===== config.mk =====
export PLATFORM = sky130hd
export DESIGN_NAME = cpu_top
export DESIGN_NICKNAME = d
export VERILOG_FILES = /design/src/cpu_pkg.sv /design/src/cpu_sequencer.sv /design/src/instr_decoder.sv /design/src/register_file.sv /design/src/alu.sv /design/src/pc_unit.sv /design/src/memory_port.sv /design/src/cpu_top.sv
export SDC_FILE = /design/constraint.sdc
export NUM_CORES = 1
export LEC_CHECK = 0
export BUFFER_PORTS_ARGS = -buffer_cell sky130_fd_sc_hd__buf_2
export CAP_MARGIN = 20
export CORE_UTILIZATION = 57
export CTS_BUF_LIST = sky130_fd_sc_hd__clkbuf_16
export DETAILED_ROUTE_END_ITERATION = 10
export HOLD_SLACK_MARGIN = 0.15
export PLACE_DENSITY = 0.77
export SYNTH_ARGS = -nofsm -noshare
export SYNTH_HDL_FRONTEND = slang
export SYNTH_HIERARCHICAL = 1
export SYNTH_SLANG_ARGS = --single-unit

===== constraint.sdc =====
create_clock -name clk -period 3.7 [get_ports clk]
set_input_delay 0.185 -clock clk [delete_from_list [all_inputs] [get_ports clk]]
set_output_delay 0.185 -clock clk [all_outputs]
set_load 0.02 [all_outputs]

===== src/cpu_pkg.sv =====
package cpu_pkg;

    localparam int XLEN       = 16;
    localparam int REG_ADDR_W = 3;
    localparam int NUM_REGS   = 8;
    localparam int IMM_W      = 4;

    typedef enum logic [1:0] {
        CLASS_MEM  = 2'b00,
        CLASS_ALU  = 2'b01,
        CLASS_JUMP = 2'b10,
        CLASS_NOP  = 2'b11
    } instr_class_t;

    typedef enum logic [2:0] {
        ADD, SUB, AND, OR, XOR, SHL, SHR, SLT
    } alu_op_t;

    typedef enum logic [2:0] {
        J_NEVER, J_ALWAYS, J_ZERO, J_NONZERO, J_NEG
    } jump_cond_t;

    // Op field values inside the memory class
    localparam logic [2:0] MEM_LOAD  = 3'd0;
    localparam logic [2:0] MEM_STORE = 3'd1;

    typedef struct packed {
        instr_class_t          cls;
        logic                  form;
        logic [2:0]            op;
        logic [REG_ADDR_W-1:0] dst;
        logic [REG_ADDR_W-1:0] rs1;
        logic [REG_ADDR_W-1:0] rs2;
        logic                  unused;
    } instr_reg_t;

    typedef struct packed {
        instr_class_t          cls;
        logic                  form;
        logic [2:0]            op;
        logic [REG_ADDR_W-1:0] dst;
        logic [REG_ADDR_W-1:0] rs1;
        logic [IMM_W-1:0]      imm;
    } instr_imm_t;

    // Same word, two decodings selected by the form bit
    typedef union packed {
        instr_reg_t r;
        instr_imm_t i;
    } instr_word_t;

    typedef enum logic [2:0] {
        ST_IDLE, ST_FETCH, ST_DECODE, ST_REG_READ,
        ST_EXECUTE, ST_MEMORY, ST_MEM_WAIT, ST_WRITEBACK
    } stage_t;

endpackage


===== src/cpu_sequencer.sv =====
`timescale 1ns/1ps

module cpu_sequencer import cpu_pkg::*; (
    input  logic   clk,
    input  logic   rst,
    output stage_t stage,
    output logic   fetch_en,
    output logic   decode_en,
    output logic   read_en,
    output logic   exec_en,
    output logic   mem_en,
    output logic   wb_en
);

    always_ff @(posedge clk or posedge rst) begin
        if (rst) begin
            stage <= ST_IDLE;
        end else begin
            case (stage)
                ST_IDLE:      stage <= ST_FETCH;
                ST_FETCH:     stage <= ST_DECODE;
                ST_DECODE:    stage <= ST_REG_READ;
                ST_REG_READ:  stage <= ST_EXECUTE;
                ST_EXECUTE:   stage <= ST_MEMORY;
                ST_MEMORY:    stage <= ST_MEM_WAIT;
                ST_MEM_WAIT:  stage <= ST_WRITEBACK;
                ST_WRITEBACK: stage <= ST_IDLE;
                default:      stage <= ST_IDLE;
            endcase
        end
    end

    // One strobe per working stage, idle and memory wait have none
    assign fetch_en  = (stage == ST_FETCH);
    assign decode_en = (stage == ST_DECODE);
    assign read_en   = (stage == ST_REG_READ);
    assign exec_en   = (stage == ST_EXECUTE);
    assign mem_en    = (stage == ST_MEMORY);
    assign wb_en     = (stage == ST_WRITEBACK);

endmodule


===== src/instr_decoder.sv =====
`timescale 1ns/1ps

module instr_decoder import cpu_pkg::*; (
    input  logic                  clk,
    input  logic                  rst,
    input  logic                  fetch_en,
    input  logic                  decode_en,
    input  logic [XLEN-1:0]       instr_in,
    output logic [REG_ADDR_W-1:0] rs1,
    output logic [REG_ADDR_W-1:0] rs2_sel,
    output logic [REG_ADDR_W-1:0] dst,
    output logic [XLEN-1:0]       imm_se,
    output logic                  use_imm,
    output alu_op_t               alu_op,
    output jump_cond_t            jump_cond,
    output logic                  imm_jump,
    output logic                  mem_write,
    output logic                  mem_load,
    output logic                  reg_write
);

    instr_word_t  word_q;
    instr_class_t cls;
    logic [2:0]   op;
    logic         is_load;
    logic         is_store;
    logic         imm_form;
    alu_op_t      alu_op_d;
    jump_cond_t   jump_cond_d;

    always_ff @(posedge clk) begin
        if (fetch_en) begin
            word_q <= instr_in;
        end
    end

    // Class and op sit at the same place in both views
    assign cls      = word_q.r.cls;
    assign op       = word_q.r.op;
    assign is_load  = (cls == CLASS_MEM) && (op == MEM_LOAD);
    assign is_store = (cls == CLASS_MEM) && (op == MEM_STORE);
    // Stores always take their offset from the immediate view
    assign imm_form = word_q.r.form || is_store;

    always_comb begin
        alu_op_d    = ADD;
        jump_cond_d = J_NEVER;
        if (cls == CLASS_ALU) begin
            alu_op_d = alu_op_t'(op);
        end
        // Unused condition codes never jump
        if ((cls == CLASS_JUMP) && (op <= J_NEG)) begin
            jump_cond_d = jump_cond_t'(op);
        end
    end

    always_ff @(posedge clk) begin
        if (decode_en) begin
            rs1     <= word_q.r.rs1;
            dst     <= word_q.r.dst;
            // Store data comes from the dst field through port B
            rs2_sel <= is_store ? word_q.r.dst : word_q.r.rs2;
            imm_se  <= imm_form ? {{(XLEN-IMM_W){word_q.i.imm[IMM_W-1]}}, word_q.i.imm} : '0;
        end
    end

    always_ff @(posedge clk or posedge rst) begin
        if (rst) begin
            use_imm   <= 1'b0;
            alu_op    <= ADD;
            jump_cond <= J_NEVER;
            imm_jump  <= 1'b0;
            mem_write <= 1'b0;
            mem_load  <= 1'b0;
            reg_write <= 1'b0;
        end else if (decode_en) begin
            use_imm   <= imm_form;
            alu_op    <= alu_op_d;
            jump_cond <= jump_cond_d;
            imm_jump  <= (cls == CLASS_JUMP) && word_q.i.form;
            mem_write <= is_store;
            mem_load  <= is_load;
            reg_write <= (cls == CLASS_ALU) || is_load;
        end
    end

endmodule


===== src/register_file.sv =====
`timescale 1ns/1ps

module register_file import cpu_pkg::*; (
    input  logic                  clk,
    input  logic                  rst,
    input  logic                  read_en,
    input  logic                  wb_en,
    input  logic                  reg_write,
    input  logic [REG_ADDR_W-1:0] rs1,
    input  logic [REG_ADDR_W-1:0] rs2_sel,
    input  logic [REG_ADDR_W-1:0] dst,
    input  logic [XLEN-1:0]       wb_data,
    output logic [XLEN-1:0]       operand_a,
    output logic [XLEN-1:0]       operand_b
);

    logic [XLEN-1:0] regs [NUM_REGS];

    always_ff @(posedge clk or posedge rst) begin
        if (rst) begin
            for (int i = 0; i < NUM_REGS; i++) begin
                regs[i] <= '0;
            end
        end else if (wb_en && reg_write) begin
            regs[dst] <= wb_data;
        end
    end

    // Operands stay frozen from register read until the next instruction
    always_ff @(posedge clk) begin
        if (read_en) begin
            operand_a <= regs[rs1];
            operand_b <= regs[rs2_sel];
        end
    end

endmodule


===== src/alu.sv =====
`timescale 1ns/1ps

module alu import cpu_pkg::*; (
    input  logic            clk,
    input  logic            rst,
    input  logic            exec_en,
    input  logic [XLEN-1:0] operand_a,
    input  logic [XLEN-1:0] operand_b,
    input  logic [XLEN-1:0] imm_se,
    input  logic            use_imm,
    input  alu_op_t         alu_op,
    output logic [XLEN-1:0] alu_result
);

    logic [XLEN-1:0] in_b;
    logic [XLEN-1:0] result_d;

    assign in_b = use_imm ? imm_se : operand_b;

    always_comb begin
        case (alu_op)
            ADD:     result_d = operand_a + in_b;
            SUB:     result_d = operand_a - in_b;
            AND:     result_d = operand_a & in_b;
            OR:      result_d = operand_a | in_b;
            XOR:     result_d = operand_a ^ in_b;
            // Shift amount is the low nibble of B
            SHL:     result_d = operand_a << in_b[3:0];
            SHR:     result_d = operand_a >> in_b[3:0];
            SLT:     result_d = ($signed(operand_a) < $signed(in_b)) ? XLEN'(1) : '0;
            default: result_d = '0;
        endcase
    end

    // Result doubles as the memory address for loads and stores
    always_ff @(posedge clk or posedge rst) begin
        if (rst) begin
            alu_result <= '0;
        end else if (exec_en) begin
            alu_result <= result_d;
        end
    end

endmodule


===== src/pc_unit.sv =====
`timescale 1ns/1ps

module pc_unit import cpu_pkg::*; (
    input  logic            clk,
    input  logic            rst,
    input  logic            exec_en,
    input  logic            wb_en,
    input  logic [XLEN-1:0] operand_a,
    input  logic [XLEN-1:0] operand_b,
    input  logic [XLEN-1:0] imm_se,
    input  logic            imm_jump,
    input  jump_cond_t      jump_cond,
    output logic [XLEN-1:0] pc
);

    logic            take_jump;
    logic            cond_met;
    logic [XLEN-1:0] target;

    always_comb begin
        case (jump_cond)
            J_ALWAYS:  cond_met = 1'b1;
            J_ZERO:    cond_met = (operand_a == '0);
            J_NONZERO: cond_met = (operand_a != '0);
            J_NEG:     cond_met = operand_a[XLEN-1];
            default:   cond_met = 1'b0;
        endcase
    end

    always_ff @(posedge clk or posedge rst) begin
        if (rst) begin
            take_jump <= 1'b0;
            target    <= '0;
            pc        <= '0;
        end else begin
            if (exec_en) begin
                take_jump <= cond_met;
                // Immediate jumps are pc relative, register jumps absolute
                target    <= imm_jump ? (pc + imm_se) : operand_b;
            end
            if (wb_en) begin
                pc <= take_jump ? target : (pc + XLEN'(1));
            end
        end
    end

endmodule


===== src/memory_port.sv =====
`timescale 1ns/1ps

module memory_port import cpu_pkg::*; (
    input  logic            clk,
    input  logic            rst,
    input  logic            mem_en,
    input  logic            mem_write,
    input  logic            mem_load,
    input  logic [XLEN-1:0] alu_result,
    input  logic [XLEN-1:0] operand_b,
    input  logic [XLEN-1:0] pmem_data_in,
    output logic [XLEN-1:0] pmem_addr_out,
    output logic [XLEN-1:0] pmem_data_out,
    output logic            pmem_write,
    output logic [XLEN-1:0] wb_data
);

    always_ff @(posedge clk or posedge rst) begin
        if (rst) begin
            pmem_addr_out <= '0;
            pmem_data_out <= '0;
            pmem_write    <= 1'b0;
        end else begin
            // Write strobe lasts exactly the memory wait cycle
            pmem_write <= mem_en && mem_write;
            if (mem_en) begin
                pmem_addr_out <= alu_result;
                pmem_data_out <= operand_b;
            end
        end
    end

    // RAM data is valid in writeback, one cycle after the address
    assign wb_data = mem_load ? pmem_data_in : alu_result;

endmodule


===== src/cpu_top.sv =====
`timescale 1ns/1ps

module cpu_top import cpu_pkg::*; (
    input  logic            clk,
    input  logic            rst,
    input  logic [XLEN-1:0] instr_in,
    input  logic [XLEN-1:0] pmem_data_in,
    output logic [XLEN-1:0] pc,
    output logic [XLEN-1:0] pmem_data_out,
    output logic [XLEN-1:0] pmem_addr_out,
    output logic            pmem_write
);

    stage_t                stage;
    logic                  fetch_en;
    logic                  decode_en;
    logic                  read_en;
    logic                  exec_en;
    logic                  mem_en;
    logic                  wb_en;
    logic [REG_ADDR_W-1:0] rs1;
    logic [REG_ADDR_W-1:0] rs2_sel;
    logic [REG_ADDR_W-1:0] dst;
    logic [XLEN-1:0]       imm_se;
    logic                  use_imm;
    alu_op_t               alu_op;
    jump_cond_t            jump_cond;
    logic                  imm_jump;
    logic                  mem_write;
    logic                  mem_load;
    logic                  reg_write;
    logic [XLEN-1:0]       operand_a;
    logic [XLEN-1:0]       operand_b;
    logic [XLEN-1:0]       alu_result;
    logic [XLEN-1:0]       wb_data;

    cpu_sequencer i_cpu_sequencer (
        .clk       (clk),
        .rst       (rst),
        .stage     (stage),
        .fetch_en  (fetch_en),
        .decode_en (decode_en),
        .read_en   (read_en),
        .exec_en   (exec_en),
        .mem_en    (mem_en),
        .wb_en     (wb_en)
    );

    instr_decoder i_instr_decoder (
        .clk       (clk),
        .rst       (rst),
        .fetch_en  (fetch_en),
        .decode_en (decode_en),
        .instr_in  (instr_in),
        .rs1       (rs1),
        .rs2_sel   (rs2_sel),
        .dst       (dst),
        .imm_se    (imm_se),
        .use_imm   (use_imm),
        .alu_op    (alu_op),
        .jump_cond (jump_cond),
        .imm_jump  (imm_jump),
        .mem_write (mem_write),
        .mem_load  (mem_load),
        .reg_write (reg_write)
    );

    register_file i_register_file (
        .clk       (clk),
        .rst       (rst),
        .read_en   (read_en),
        .wb_en     (wb_en),
        .reg_write (reg_write),
        .rs1       (rs1),
        .rs2_sel   (rs2_sel),
        .dst       (dst),
        .wb_data   (wb_data),
        .operand_a (operand_a),
        .operand_b (operand_b)
    );

    alu i_alu (
        .clk        (clk),
        .rst        (rst),
        .exec_en    (exec_en),
        .operand_a  (operand_a),
        .operand_b  (operand_b),
        .imm_se     (imm_se),
        .use_imm    (use_imm),
        .alu_op     (alu_op),
        .alu_result (alu_result)
    );

    pc_unit i_pc_unit (
        .clk       (clk),
        .rst       (rst),
        .exec_en   (exec_en),
        .wb_en     (wb_en),
        .operand_a (operand_a),
        .operand_b (operand_b),
        .imm_se    (imm_se),
        .imm_jump  (imm_jump),
        .jump_cond (jump_cond),
        .pc        (pc)
    );

    memory_port i_memory_port (
        .clk           (clk),
        .rst           (rst),
        .mem_en        (mem_en),
        .mem_write     (mem_write),
        .mem_load      (mem_load),
        .alu_result    (alu_result),
        .operand_b     (operand_b),
        .pmem_data_in  (pmem_data_in),
        .pmem_addr_out (pmem_addr_out),
        .pmem_data_out (pmem_data_out),
        .pmem_write    (pmem_write),
        .wb_data       (wb_data)
    );

endmodule


==> flow_summary.ini <==
[sta]
slew_headroom_pct = 19.0
fin_worst_skew_ns = 0.0315
whs_ns = 0.175
setup-violations-final = 0
hold_viol_final = 0
rsz0062_at_grt = false
fmax_mhz = 283
slew_viol_final = 0
fin_crit_ns = 3.53
setup-tns-final_ns = 0
post-route-period-util_pct = 95.5
worst_slew_pin_slew_ns = 1.22

[outcome]
run_status = completed

[final_layout]
final_common_cell = dfrtp_1
n_antenna_cell = 0
final_cells = 2066
area.growth.synth_to_final_pct = 11.8
drive_gt1_share_pct = 31.4
final_cell_mix = 224 x dfrtp_1, 162 x mux2_2, 83 x inv_1, 83 x nor2_1, 83 x buf_2
fillers = 2373
nets = 1748
multi_input_comb_area_um2 = 9890
stdcell_area_um2 = 20400
seq_area_um2 = 7440

[clock_tree]
cts_tree = built
clk_path_buf_depth = 3
htree_num_levels = 1
cts_buffers = 30
clkTransAtPathRegs_ns = 0.07
cts_root_buffer = clkbuf_16
insertion_delay_ns = 0.59
cts_sinks = 285

[grt]
antenna_found_initial = 2
grt_overflow = 0
grt_use_total_pct = 33.0
grt_pass1_vias = 13700
grt_pass1_wl_um = 82700
grt_max_degree = 69

[yosys]
yosysTopAreaCell = dfrtp_1
yosys_warnings = 6
syn_inst = 1536
synth_ff_type = dfrtp_1
synth_edf_count = 61
syn_avg_cell_area_um2 = 11.9
synth.distinct_cells = 89
syn_area_um2 = 18200
syn-num-nets = 1644
synth_area_leaders = dfrtp_1 31%, edfxtp_1 10%, mux2_2 10%
yosys.area.top_type_share_pct = 30.8
synth-seq-cells = 285
ys_async_sr_fraction_pct = 78.6
ys_seq_area_share_pct = 40.8

[floorplan]
fp.dieH_um = 181
io_pins = 83
fp-row-count = 65
core_um2 = 31500
start_util_pct = 57.9
die_area_um2 = 32700
die_x_um = 181

[place]
place_hpwl_um = 37300
io_buffers = 82
dpl_cell_area_um2 = 19000
place.gp.congestion = 1.06
placed_cells = 1975

[routing]
drt_iter0_markers = 1458
via_count = 13700
ant_nets = 0
drc_errors = 0
routed_wl_um = 53800
wire_per_inst_um = 26.0
routed_via_density = 6.64
first_pass_iters = 5

[pwr]
p_per_area_nw_per_um2 = 380
p_leak_nw = 8.98
finalPower_mw = 7.73
ir_drop_v = 0.000424

[worst_hold_path]
hold_start = pmem_data_in[3]
hold_class = in2reg
hold_path_depth = 3
holdPathEnd = i_register_file/regs[51]

[job]
cap_violations = 0

[setup_path]
r2r_slack_ns = 0.17
crit_path_end_kind = register
required_ns = 4.17
reg2reg_depth = 12
critical_path.max_fanout = 8
cp.arrival_ns = 4.00
r2r_end = i_alu/alu_result[14]
r2r_start = i_instr_decoder/use_imm
critPathLaunchType = register
path_class = reg2reg
-- timing repair --
| item | 4_1_cts | 5_1_grt |
|---|---|---|
| buffers inserted | 0 | 0 |
| setup endpoints to repair | 0 | 2 |
| hold endpoints to repair | 283 | 0 |
| hold buffers | 31 | 0 |
| resized for setup | 0 | 2 |
-- synthesized netlist by cell type (5+ instances only) --
cell / count
inv_1: 79
nand3_1: 19
buf_6: 6
nor2_2: 5
mux2_2: 162
and2_1: 5
o22ai_1: 13
nor4_1: 6
nand2b_1: 18
a21oi_1: 74
a22oi_1: 12
o21a_1: 10
nor2b_1: 15
a31oi_1: 14
xor2_1: 7
dfrtp_1: 224
nand2_1: 66
and3_1: 13
o311ai_0: 7
o221ai_1: 9
ha_1: 71
edfxtp_1: 61
o211ai_1: 13
a21o_1: 8
o2111ai_1: 5
mux2_4: 53
nor2_1: 83
a22o_1: 10
buf_2: 27
nor3_1: 25
buf_4: 18
a211oi_1: 11
a221oi_1: 6
buf_1: 10
mux2i_1: 58
xnor2_1: 20
or3_1: 7
o22a_1: 5
mux4_2: 79
o21ai_0: 62
clkbuf_1: 38
-- report_power, final --
part	total, mW	internal, mW	switching, mW
clock network	2.94	1.62	1.31
logic	1.17	0.542	0.631
registers	3.62	3.39	0.233
total	7.73	5.55	2.18
-- logic make-up (layout without fill, tap and decap cells) --
group           after synthesis  in the layout  synth area share (%)
flops                       285            285                  40.8
mux                         358            358                  27.9
fa+ha+maj                    74             74                  5.20
simple gates                293            293                  8.10
xor+xnor                     27             27                  1.30
compound gates              313            313                  11.6
buf+inv                     186            314                  5.08
-- worst max path at each step --
stage / startpoint / endpoint / slack (ns) / cells past startpoint
2_1_floorplan: i_instr_decoder/use_imm / i_alu/alu_result[14] / 0.04 / 13
3_3_place_gp: i_instr_decoder/use_imm / i_alu/alu_result[14] / 0.28 / 12
3_5_place_dp: i_instr_decoder/use_imm / i_alu/alu_result[15] / 0.09 / 9
4_1_cts: i_instr_decoder/use_imm / i_alu/alu_result[15] / 0.08 / 9
5_1_grt: i_instr_decoder/use_imm / i_alu/alu_result[14] / 0.02 / 12
6_report: i_instr_decoder/use_imm / i_alu/alu_result[14] / 0.17 / 12
-- through the flow --
stage,util [%],setup slack [ns]
3_3_place_gp,60.4,0.282
5_1_grt,64.7,0.0163
6_report,64.7,0.167
2_1_floorplan,-,0.0377
3_5_place_dp,60.4,0.0936
4_1_cts,64.4,0.0838
-- flip-flops by register name (all words and copies together) (netlist names), 3 cells and up --
signal	count
i_instr_decoder/word_q	16
i_memory_port/pmem_addr_out	16
i_pc_unit/target	16
i_instr_decoder/rs1	3
i_instr_decoder/imm_se	4
i_instr_decoder/jump_cond	3
i_register_file/regs	128
i_register_file/operand_b	16
i_alu/alu_result	16
i_pc_unit/pc	16
i_instr_decoder/alu_op	3
i_register_file/operand_a	16
i_instr_decoder/dst	3
i_cpu_sequencer/stage	3
i_instr_decoder/rs2_sel	3
i_memory_port/pmem_data_out	16
-- metal layers --
layer	part of all wire (%)	global-route usage (%)
met4	3.5	11.8
met2	47	53.0
met5	0.024	0
met1	42	45.6
met3	7.1	5.38
-- layout make-up --
type	count	share of cell area (%)
clock buffers	30	3.69
inverters	82	1.55
repair buffers	176	6.23
multi-input cells	1065	48.6
flip-flops and latches	285	36.5
well taps	402	2.47
clock inverters	26	0.995
-- critical path: stages, from the launching register on --
cell and delay (ns):
dfrtp_1 0.51, mux2i_4 0.34, inv_6 0.08, ha_1 0.22
fa_1 0.41, or2_2 0.33, a221oi_1 0.28, buf_4 0.18
o211ai_1 0.13, a31oi_2 0.29, or3_1 0.14, a21oi_1 0.06
o41a_1 0.43
No activity file was read; power rests on OpenSTA's default activity.
